$ cat config.mk
export PLATFORM = sky130hd
export DESIGN_NAME = dlx_core
export DESIGN_NICKNAME = d
export VERILOG_FILES = /design/src/dlx_pkg.sv /design/src/dlx_core.sv /design/src/dlx_decode.sv /design/src/dlx_execute.sv /design/src/dlx_fetch.sv /design/src/dlx_hazard.sv /design/src/dlx_writeback.sv
export SDC_FILE = /design/constraint.sdc
export NUM_CORES = 2
export LEC_CHECK = 0
export BUFFER_PORTS_ARGS = -buffer_cell sky130_fd_sc_hd__buf_2
export CAP_MARGIN = 20
export CORE_MARGIN = 4
export CORE_UTILIZATION = 25
export CTS_CLUSTER_SIZE = 14
export DETAILED_ROUTE_END_ITERATION = 7
export PLACE_DENSITY = 0.42
export SLEW_MARGIN = 5
export SYNTH_ARGS = -nofsm -noshare
export SYNTH_HDL_FRONTEND = slang
export SYNTH_SLANG_ARGS = --single-unit
$ cat constraint.sdc
create_clock -name clk -period 6.2 [get_ports clk]
set_clock_uncertainty 0.15 [all_clocks]
set_input_delay 0.62 -clock clk [delete_from_list [all_inputs] [get_ports clk]]
set_output_delay 0.62 -clock clk [all_outputs]
set_load 0.05 [all_outputs]
$ cat src/dlx_pkg.sv
`default_nettype none

package dlx_pkg;

    ////////////////////////////////////////////////////////////////////////////
    // widths and basic types
    ////////////////////////////////////////////////////////////////////////////

    parameter int xlen = 32;

    typedef logic [4:0]      reg_addr_t;
    typedef logic [xlen-1:0] word_t;

    // major opcodes, instr[31:26]
    localparam logic [5:0] op_special = 6'h00;
    localparam logic [5:0] op_addi    = 6'h08;
    localparam logic [5:0] op_lw      = 6'h23;
    localparam logic [5:0] op_sw      = 6'h2b;

    // r-type function field, instr[5:0]
    localparam logic [5:0] fn_add = 6'h20;
    localparam logic [5:0] fn_sub = 6'h22;
    localparam logic [5:0] fn_and = 6'h24;
    localparam logic [5:0] fn_or  = 6'h25;
    localparam logic [5:0] fn_slt = 6'h2a;

    typedef enum logic [2:0] {
        alu_add,
        alu_sub,
        alu_and,
        alu_or,
        alu_slt
    } alu_op_t;

    // operand source for the instruction in EX
    typedef enum logic [1:0] {
        from_reg,
        from_mem,
        from_wb
    } fwd_sel_t;

    ////////////////////////////////////////////////////////////////////////////
    // stage payloads, all zeros is a nop
    ////////////////////////////////////////////////////////////////////////////

    typedef struct packed {
        logic    reg_write;
        logic    mem_to_reg;
        logic    mem_write;
        logic    use_imm;
        alu_op_t alu_op;
    } ctrl_t;

    typedef struct packed {
        ctrl_t     ctrl;
        word_t     rs1_val;
        word_t     rs2_val;
        word_t     imm;
        reg_addr_t rs1;
        reg_addr_t rs2;
        reg_addr_t rd;
    } id_ex_t;

    typedef struct packed {
        logic      reg_write;
        logic      mem_to_reg;
        logic      mem_write;
        word_t     alu_result;
        word_t     store_data;
        reg_addr_t rd;
    } ex_mem_t;

    // write-back result, also the bypass and forwarding source
    typedef struct packed {
        logic      we;
        reg_addr_t rd;
        word_t     value;
    } wb_t;

    typedef struct packed {
        word_t addr;
        word_t wdata;
        logic  we;
    } dmem_req_t;

endpackage

`default_nettype wire

$ cat src/dlx_core.sv
`timescale 1ns/1ps
`default_nettype none

module dlx_core #(
    parameter dlx_pkg::word_t reset_pc = '0
) (
    input  logic               clk,
    input  logic               rst_n,
    output dlx_pkg::word_t     imem_addr,
    input  dlx_pkg::word_t     imem_data,
    output dlx_pkg::dmem_req_t dmem_req,
    input  dlx_pkg::word_t     dmem_rdata
);

    ////////////////////////////////////////////////////////////////////////////
    // stage to stage nets
    ////////////////////////////////////////////////////////////////////////////

    logic              stall;
    dlx_pkg::word_t    if_instr;
    dlx_pkg::id_ex_t   id_ex;
    dlx_pkg::ex_mem_t  ex_mem;
    dlx_pkg::wb_t      wb;
    dlx_pkg::fwd_sel_t fwd_a;
    dlx_pkg::fwd_sel_t fwd_b;

    dlx_fetch #(
        .reset_pc (reset_pc)
    ) i_fetch (
        .clk       (clk),
        .rst_n     (rst_n),
        .stall     (stall),
        .imem_data (imem_data),
        .imem_addr (imem_addr),
        .if_instr  (if_instr)
    );

    // load-use stall and EX operand selects
    dlx_hazard i_hazard (
        .imem_data (imem_data),
        .if_instr  (if_instr),
        .id_ex     (id_ex),
        .ex_mem    (ex_mem),
        .wb        (wb),
        .stall     (stall),
        .fwd_a     (fwd_a),
        .fwd_b     (fwd_b)
    );

    dlx_decode i_decode (
        .clk      (clk),
        .rst_n    (rst_n),
        .if_instr (if_instr),
        .wb       (wb),
        .id_ex    (id_ex)
    );

    dlx_execute i_execute (
        .clk    (clk),
        .rst_n  (rst_n),
        .id_ex  (id_ex),
        .fwd_a  (fwd_a),
        .fwd_b  (fwd_b),
        .wb     (wb),
        .ex_mem (ex_mem)
    );

    dlx_writeback i_writeback (
        .clk        (clk),
        .rst_n      (rst_n),
        .ex_mem     (ex_mem),
        .dmem_rdata (dmem_rdata),
        .wb         (wb)
    );

    // MEM stage is just the data memory port
    assign dmem_req.addr  = ex_mem.alu_result;
    assign dmem_req.wdata = ex_mem.store_data;
    assign dmem_req.we    = ex_mem.mem_write;

endmodule

`default_nettype wire

$ cat src/dlx_decode.sv
`timescale 1ns/1ps
`default_nettype none

module dlx_decode (
    input  logic            clk,
    input  logic            rst_n,
    input  dlx_pkg::word_t  if_instr,
    input  dlx_pkg::wb_t    wb,
    output dlx_pkg::id_ex_t id_ex
);

    dlx_pkg::word_t     regs [32];
    dlx_pkg::ctrl_t     ctrl;
    dlx_pkg::reg_addr_t rs1;
    dlx_pkg::reg_addr_t rs2;
    dlx_pkg::reg_addr_t rd;
    dlx_pkg::word_t     imm;
    dlx_pkg::word_t     rs1_val;
    dlx_pkg::word_t     rs2_val;
    logic [5:0]         opcode;
    logic [5:0]         funct;

    ////////////////////////////////////////////////////////////////////////////
    // field split
    ////////////////////////////////////////////////////////////////////////////

    assign opcode = if_instr[31:26];
    assign funct  = if_instr[5:0];
    assign rs1    = if_instr[25:21];
    assign rs2    = if_instr[20:16];
    // i-type writes the rs2 field
    assign rd     = (opcode == dlx_pkg::op_special) ? if_instr[15:11] : if_instr[20:16];
    assign imm    = {{16{if_instr[15]}}, if_instr[15:0]};

    // control decode
    always_comb begin
        ctrl        = '0;
        ctrl.alu_op = dlx_pkg::alu_add;
        case (opcode)
            dlx_pkg::op_special: begin
                ctrl.reg_write = 1'b1;
                case (funct)
                    dlx_pkg::fn_add: ctrl.alu_op = dlx_pkg::alu_add;
                    dlx_pkg::fn_sub: ctrl.alu_op = dlx_pkg::alu_sub;
                    dlx_pkg::fn_and: ctrl.alu_op = dlx_pkg::alu_and;
                    dlx_pkg::fn_or:  ctrl.alu_op = dlx_pkg::alu_or;
                    dlx_pkg::fn_slt: ctrl.alu_op = dlx_pkg::alu_slt;
                    // unknown function, incl. the zero bubble
                    default:         ctrl.reg_write = 1'b0;
                endcase
            end
            dlx_pkg::op_addi: begin
                ctrl.reg_write = 1'b1;
                ctrl.use_imm   = 1'b1;
            end
            dlx_pkg::op_lw: begin
                ctrl.reg_write  = 1'b1;
                ctrl.mem_to_reg = 1'b1;
                ctrl.use_imm    = 1'b1;
            end
            dlx_pkg::op_sw: begin
                ctrl.mem_write = 1'b1;
                ctrl.use_imm   = 1'b1;
            end
            default: begin
                ctrl = '0;
            end
        endcase
    end

    ////////////////////////////////////////////////////////////////////////////
    // register file, written from WB
    ////////////////////////////////////////////////////////////////////////////

    always_ff @(posedge clk) begin
        if (wb.we && (wb.rd != '0)) begin
            regs[wb.rd] <= wb.value;
        end
    end

    // r0 reads zero
    // same-cycle WB write goes straight through to the read
    always_comb begin
        rs1_val = (rs1 == '0) ? '0 : regs[rs1];
        rs2_val = (rs2 == '0) ? '0 : regs[rs2];
        if (wb.we && (wb.rd != '0) && (wb.rd == rs1)) begin
            rs1_val = wb.value;
        end
        if (wb.we && (wb.rd != '0) && (wb.rd == rs2)) begin
            rs2_val = wb.value;
        end
    end

    // ID/EX register
    always_ff @(posedge clk or negedge rst_n) begin
        if (!rst_n) begin
            id_ex <= '0;
        end else begin
            id_ex.ctrl    <= ctrl;
            id_ex.rs1_val <= rs1_val;
            id_ex.rs2_val <= rs2_val;
            id_ex.imm     <= imm;
            id_ex.rs1     <= rs1;
            id_ex.rs2     <= rs2;
            id_ex.rd      <= rd;
        end
    end

endmodule

`default_nettype wire

$ cat src/dlx_execute.sv
`timescale 1ns/1ps
`default_nettype none

module dlx_execute (
    input  logic              clk,
    input  logic              rst_n,
    input  dlx_pkg::id_ex_t   id_ex,
    input  dlx_pkg::fwd_sel_t fwd_a,
    input  dlx_pkg::fwd_sel_t fwd_b,
    input  dlx_pkg::wb_t      wb,
    output dlx_pkg::ex_mem_t  ex_mem
);

    // one operand mux, used for both sources
    function automatic dlx_pkg::word_t fwd_mux(input dlx_pkg::fwd_sel_t sel,
                                               input dlx_pkg::word_t    reg_val,
                                               input dlx_pkg::word_t    mem_val,
                                               input dlx_pkg::word_t    wb_val);
        case (sel)
            dlx_pkg::from_mem: return mem_val;
            dlx_pkg::from_wb:  return wb_val;
            default:           return reg_val;
        endcase
    endfunction

    dlx_pkg::word_t op_a;
    dlx_pkg::word_t rs2_fwd;
    dlx_pkg::word_t op_b;
    dlx_pkg::word_t alu_y;

    // MEM value comes back from our own EX/MEM register
    assign op_a    = fwd_mux(fwd_a, id_ex.rs1_val, ex_mem.alu_result, wb.value);
    assign rs2_fwd = fwd_mux(fwd_b, id_ex.rs2_val, ex_mem.alu_result, wb.value);
    // store data stays rs2, addi/lw/sw take the immediate on B
    assign op_b    = id_ex.ctrl.use_imm ? id_ex.imm : rs2_fwd;

    // ALU
    always_comb begin
        case (id_ex.ctrl.alu_op)
            dlx_pkg::alu_add: alu_y = op_a + op_b;
            dlx_pkg::alu_sub: alu_y = op_a - op_b;
            dlx_pkg::alu_and: alu_y = op_a & op_b;
            dlx_pkg::alu_or:  alu_y = op_a | op_b;
            // signed set-less-than
            dlx_pkg::alu_slt: alu_y = {{(dlx_pkg::xlen-1){1'b0}},
                                       ($signed(op_a) < $signed(op_b))};
            default:          alu_y = op_a + op_b;
        endcase
    end

    // EX/MEM register
    always_ff @(posedge clk or negedge rst_n) begin
        if (!rst_n) begin
            ex_mem <= '0;
        end else begin
            ex_mem.reg_write  <= id_ex.ctrl.reg_write;
            ex_mem.mem_to_reg <= id_ex.ctrl.mem_to_reg;
            ex_mem.mem_write  <= id_ex.ctrl.mem_write;
            ex_mem.alu_result <= alu_y;
            ex_mem.store_data <= rs2_fwd;
            ex_mem.rd         <= id_ex.rd;
        end
    end

endmodule

`default_nettype wire

$ cat src/dlx_fetch.sv
`timescale 1ns/1ps
`default_nettype none

module dlx_fetch #(
    parameter dlx_pkg::word_t reset_pc = '0
) (
    input  logic           clk,
    input  logic           rst_n,
    input  logic           stall,
    input  dlx_pkg::word_t imem_data,
    output dlx_pkg::word_t imem_addr,
    output dlx_pkg::word_t if_instr
);

    localparam dlx_pkg::word_t pc_step = 4;

    dlx_pkg::word_t pc;

    // imem read is combinational off the current pc
    assign imem_addr = pc;

    // pc holds while the load-use stall is up
    always_ff @(posedge clk or negedge rst_n) begin
        if (!rst_n) begin
            pc <= reset_pc;
        end else if (!stall) begin
            pc <= pc + pc_step;
        end
    end

    // IF/ID register
    // stall loads the zero word, an r-type with rd 0
    always_ff @(posedge clk or negedge rst_n) begin
        if (!rst_n) begin
            if_instr <= '0;
        end else if (stall) begin
            if_instr <= '0;
        end else begin
            if_instr <= imem_data;
        end
    end

endmodule

`default_nettype wire

$ cat src/dlx_hazard.sv
`timescale 1ns/1ps
`default_nettype none

module dlx_hazard (
    input  dlx_pkg::word_t    imem_data,
    input  dlx_pkg::word_t    if_instr,
    input  dlx_pkg::id_ex_t   id_ex,
    input  dlx_pkg::ex_mem_t  ex_mem,
    input  dlx_pkg::wb_t      wb,
    output logic              stall,
    output dlx_pkg::fwd_sel_t fwd_a,
    output dlx_pkg::fwd_sel_t fwd_b
);

    // MEM first, then WB, otherwise the value read in ID
    function automatic dlx_pkg::fwd_sel_t pick_src(input dlx_pkg::reg_addr_t rs,
                                                   input dlx_pkg::ex_mem_t   mem,
                                                   input dlx_pkg::wb_t       res);
        logic mem_hit;
        logic wb_hit;
        // a load in MEM has no data yet
        mem_hit = mem.reg_write && !mem.mem_to_reg && (mem.rd != '0) && (mem.rd == rs);
        wb_hit  = res.we && (res.rd != '0) && (res.rd == rs);
        if (mem_hit) begin
            return dlx_pkg::from_mem;
        end else if (wb_hit) begin
            return dlx_pkg::from_wb;
        end
        return dlx_pkg::from_reg;
    endfunction

    logic                id_is_load;
    dlx_pkg::reg_addr_t  id_load_rd;

    // load sitting in ID, its rd is the i-type field
    assign id_is_load = (if_instr[31:26] == dlx_pkg::op_lw);
    assign id_load_rd = if_instr[20:16];

    // word in IF reads the load target on either source field
    assign stall = id_is_load && (id_load_rd != '0) &&
                   ((id_load_rd == imem_data[25:21]) || (id_load_rd == imem_data[20:16]));

    assign fwd_a = pick_src(id_ex.rs1, ex_mem, wb);
    assign fwd_b = pick_src(id_ex.rs2, ex_mem, wb);

endmodule

`default_nettype wire

$ cat src/dlx_writeback.sv
`timescale 1ns/1ps
`default_nettype none

module dlx_writeback (
    input  logic             clk,
    input  logic             rst_n,
    input  dlx_pkg::ex_mem_t ex_mem,
    input  dlx_pkg::word_t   dmem_rdata,
    output dlx_pkg::wb_t     wb
);

    logic               we_q;
    logic               mem_to_reg_q;
    dlx_pkg::reg_addr_t rd_q;
    dlx_pkg::word_t     alu_result_q;
    dlx_pkg::word_t     load_data_q;

    // MEM/WB register
    // dmem_rdata is the combinational read at this cycle's address
    always_ff @(posedge clk or negedge rst_n) begin
        if (!rst_n) begin
            we_q         <= 1'b0;
            mem_to_reg_q <= 1'b0;
            rd_q         <= '0;
            alu_result_q <= '0;
            load_data_q  <= '0;
        end else begin
            we_q         <= ex_mem.reg_write;
            mem_to_reg_q <= ex_mem.mem_to_reg;
            rd_q         <= ex_mem.rd;
            alu_result_q <= ex_mem.alu_result;
            load_data_q  <= dmem_rdata;
        end
    end

    // result toward regfile, bypass and forwarding
    assign wb.we    = we_q;
    assign wb.rd    = rd_q;
    assign wb.value = mem_to_reg_q ? load_data_q : alu_result_q;

endmodule

`default_nettype wire

==> summary.md <==
| Metric | Value |
|---|---|
| Buf/Inv on CP | 2 |
| RSZ-0062 raised after global routing | false |
| Total congestion overflow | 0 |
| Count leader, synth | edfxtp_1 |
| Final WL | 223,000 um |
| Mapped cell area | 64,100 um2 |
| Share of the synthesized area in the top cell type | 47.9% |
| Vias in the first global route | 41,100 |
| Net Switching | 7.60 mW |
| Maximum number of pins on one net before global-route repair | 105 |
| Slew @ Worst Pin | 1220 ps |
| Critical Path Start Type | flip-flop |
| Top_reg_cell synth | edfxtp_1 |
| Synth Warn # | 0 |
| Slew Limit Fails | 0 |
| Achievable frequency | 174 MHz |
| Setup TNS Final | 0 ps |
| Status | finished, final reports clean |
| GRT Util Overall | 16.6% |
| Internal power | 17.6 mW |
| Worst EP required | 6740 ps |
| Min-delay src | i_decode.id_ex[1] |
| Initial antenna violation count | 11 |
| Initial DRC Count | 3,657 |
| Number of synthesized register bits | 1,331 |
| CTS tree | built |
| RePlAce Congestion | 0.856 |
| Area grow syn2layout | 17.0% |
| Fin crit period | 5730 ps |
| Die area | 265,000 um2 |
| Clk_lat worst skew | 800 ps |
| Relative slew slack | 17.7% |
| CTS resizes | 0 |
| CP arrival | 6270 ps |
| Seq/Total Area, Yosys | 59.9% |
| Clock share of power | 35.6% |
| First-pass DRT Iterations | 8 |
| Layout cell share with drive strength beyond 1 | 24.9% |
| Via density | 5.03 |
| Worst Reg-to-Reg Cells | 18 |
| Hold EP | i_execute.ex_mem[1] |
| CTS H-Tree Depth | 4 |
| CP peak stage delay | 530 ps |
| Period Utilization, post-route | 92.5% |
| Slowest CP cell | or3_1 |
| Combinational power share | 19.1% |
| # setup viols final | 0 |
| DP Area | 69,500 um2 |
| Reg2Reg Setup Slack | 470 ps |
| CTS buffer count | 149 |
| Leakage | 25.8 nW |
| Min-delay worst type | reg2reg |
| Final hold vios | 0 |
| Ys async rst share | 23.1% |
| Hold Path Cell Cnt | 0 |
| Fin area | 75,000 um2 |
| FF-to-FF Start | i_writeback.rd_q[3] |
| Maximum fanout along the worst path | 64 |
| Worst Setup End Kind | flip-flop |
| Cell accounting for the most synthesized area | edfxtp_1 |
| Synth unique cells | 80 |
| Mean area per synthesized cell | 15.2 um2 |
| Kind of critical path | reg2reg |
| WL/cell | 28.2 um |
| DRC | 0 |
| First-pass GRT wire length | 318,000 um |
| Pwr dens | 335 nW/um2 |
| Nets | 4,596 |
| Die Width | 515 um |
| Detail Placement HPWL | 136,000 um |
| CTS root buf | clkbuf_16 |
| Die Span Y | 515 um |
| Ports | 163 |
| Buffer depth of the longest clock path | 3 |
| Max_cap viols | 0 |
| Switching share of power | 30.2% |
| Crit path cell chain | or3_1, o31ai_1, nor4_4, buf_12, o21ai_0, o21ai_0, mux2i_1, inv_1, ha_1, fa_1, a21o_1, a211oi_2, o21bai_2, a2111o_1, a221o_1, a311oi_2, o221ai_1, a221o_1 |
| Worst-path clk slew | 60 ps |
| Via count | 39,800 |
| Initial Utilization | 25.2% |
| Crit path max-delay family | compound AO/OA/AOI/OAI gates |
| Clk sinks | 1,331 |
| Post-route ant nets | 0 |
| Synth top area cells | edfxtp_1 (48%), mux4_2 (16%), dfrtp_1 (12%) |
| Max IR drop VDD | 0.297 mV |
| Port Buffers | 160 |
| Mapped Cells | 4,213 |
| # rows | 185 |
| Number of flops mapped to enable cells by yosys | 1,024 |
| Top cells by count, synth | edfxtp_1 (1,024), mux4_2 (451), o21ai_0 (311) |
| Reg power frac | 45.3% |
| Core Area | 255,000 um2 |
| Reg2reg end | i_execute.ex_mem[61] |
## per-stage QoR
step	std cells	hold WS [ps]	util (%)	setup WS [ps]	total power, mW
after floorplan	4246	174	-	1080	14.5
after global placement	7576	186	27.3	520	16.3
after detailed placement	7579	185	27.3	470	16.4
after CTS	7912	200	29.5	452	25.4
after global routing	7914	204	29.5	19.9	26.2
final	7915	197	29.5	466	25.2
## logic make-up (layout without fill, tap and decap cells)
| kind of cell | count (synthesis) | count (layout) | share of synthesized area, % |
|---|---|---|---|
| AO/OA/AOI/OAI | 854 | 854 | 8.45 |
| flip-flops | 1331 | 1331 | 59.9 |
| other | 1 | 35 | 0.00585 |
| multiplexers | 793 | 793 | 21.3 |
| XOR/XNOR | 74 | 74 | 1.01 |
| adder cells (fa/ha/maj) | 100 | 100 | 1.97 |
| buffers and inverters | 495 | 797 | 3.36 |
| AND/OR/NAND/NOR | 565 | 565 | 3.98 |
## placed cells by master, fill, tap and decap left out, types with 26 or more instances in the layout
cell | Yosys | layout
a21oi_1 | 145 | 145
a221oi_1 | 71 | 71
a22oi_1 | 64 | 64
buf_2 | 26 | 159
buf_4 | 68 | 143
clkbuf_1 | 188 | 37
clkbuf_16 | 0 | 156
conb_1 | 1 | 34
dfrtp_1 | 307 | 296
dlygate4sd3_1 | 0 | 65
edfxtp_1 | 1024 | 1024
ha_1 | 97 | 97
inv_1 | 136 | 136
mux2_2 | 70 | 70
mux2i_1 | 272 | 271
mux4_2 | 451 | 451
nand2_1 | 198 | 197
nor2_1 | 198 | 165
nor2_4 | 0 | 32
nor2b_1 | 43 | 42
o211ai_1 | 40 | 40
o21ai_0 | 311 | 311
o22ai_1 | 76 | 76
xnor2_1 | 47 | 46
xor2_1 | 27 | 26
## flip-flops by register name, indices dropped and copies added (netlist names)
register	flops
i_writeback.load_data_q	32
i_decode.regs	1024
i_decode.id_ex	102
i_writeback.alu_result_q	32
i_writeback.we_q	1
i_fetch.imem_addr	30
i_writeback.rd_q	5
i_writeback.mem_to_reg_q	1
i_fetch.if_instr	32
i_execute.ex_mem	72
## repair_timing
action,4_1_cts,5_1_grt
hold buffers,65,0
endpoints found under the hold margin,165,0
setup buffers,0,0
## worst max path at each step
stage | from | end | slack (ps) | cells after the start
4_1_cts | i_writeback.rd_q[3] | i_execute.ex_mem[59] | 450 | 17
2_1_floorplan | i_writeback.rd_q[3] | i_execute.ex_mem[61] | 1080 | 18
5_1_grt | i_writeback.rd_q[3] | i_execute.ex_mem[66] | 20 | 18
3_3_place_gp | i_writeback.rd_q[3] | i_execute.ex_mem[37] | 520 | 20
3_5_place_dp | i_writeback.rd_q[3] | i_execute.ex_mem[59] | 470 | 17
6_report | i_writeback.rd_q[3] | i_execute.ex_mem[61] | 470 | 18
## final cells by class
cell class,instances,area [um2]
repair buffers,393,3010
multi-input cells,2420,24000
clock buffers,197,4100
diodes,1,2.50
flip-flops and latches,1331,38500
well taps,3366,4210
fillers,25300,180000
clock inverters,71,742
inverters,136,510
## routing by layer
layer / vias up / routed length (um) / track usage [%]
li1: 17000 / - / -
met1: 21200 / 98900 / 22.7
met2: 1232 / 107000 / 27.4
met3: 287 / 12100 / 2.67
met4: 0 / 5490 / 4.20
met5: - / 0 / 0
## power by group through the flow
| stage | clock network [mW] | registers (mW) | logic (mW) |
|---|---|---|---|
| after floorplan | 0 | 11.4 | 3.08 |
| after global placement | 0 | 11.6 | 4.76 |
| after detailed placement | 0 | 11.6 | 4.78 |
| after CTS | 9.20 | 11.4 | 4.82 |
| after global routing | 9.56 | 11.4 | 5.19 |
| final | 8.95 | 11.4 | 4.82 |
(Power assumes the default switching activity.)
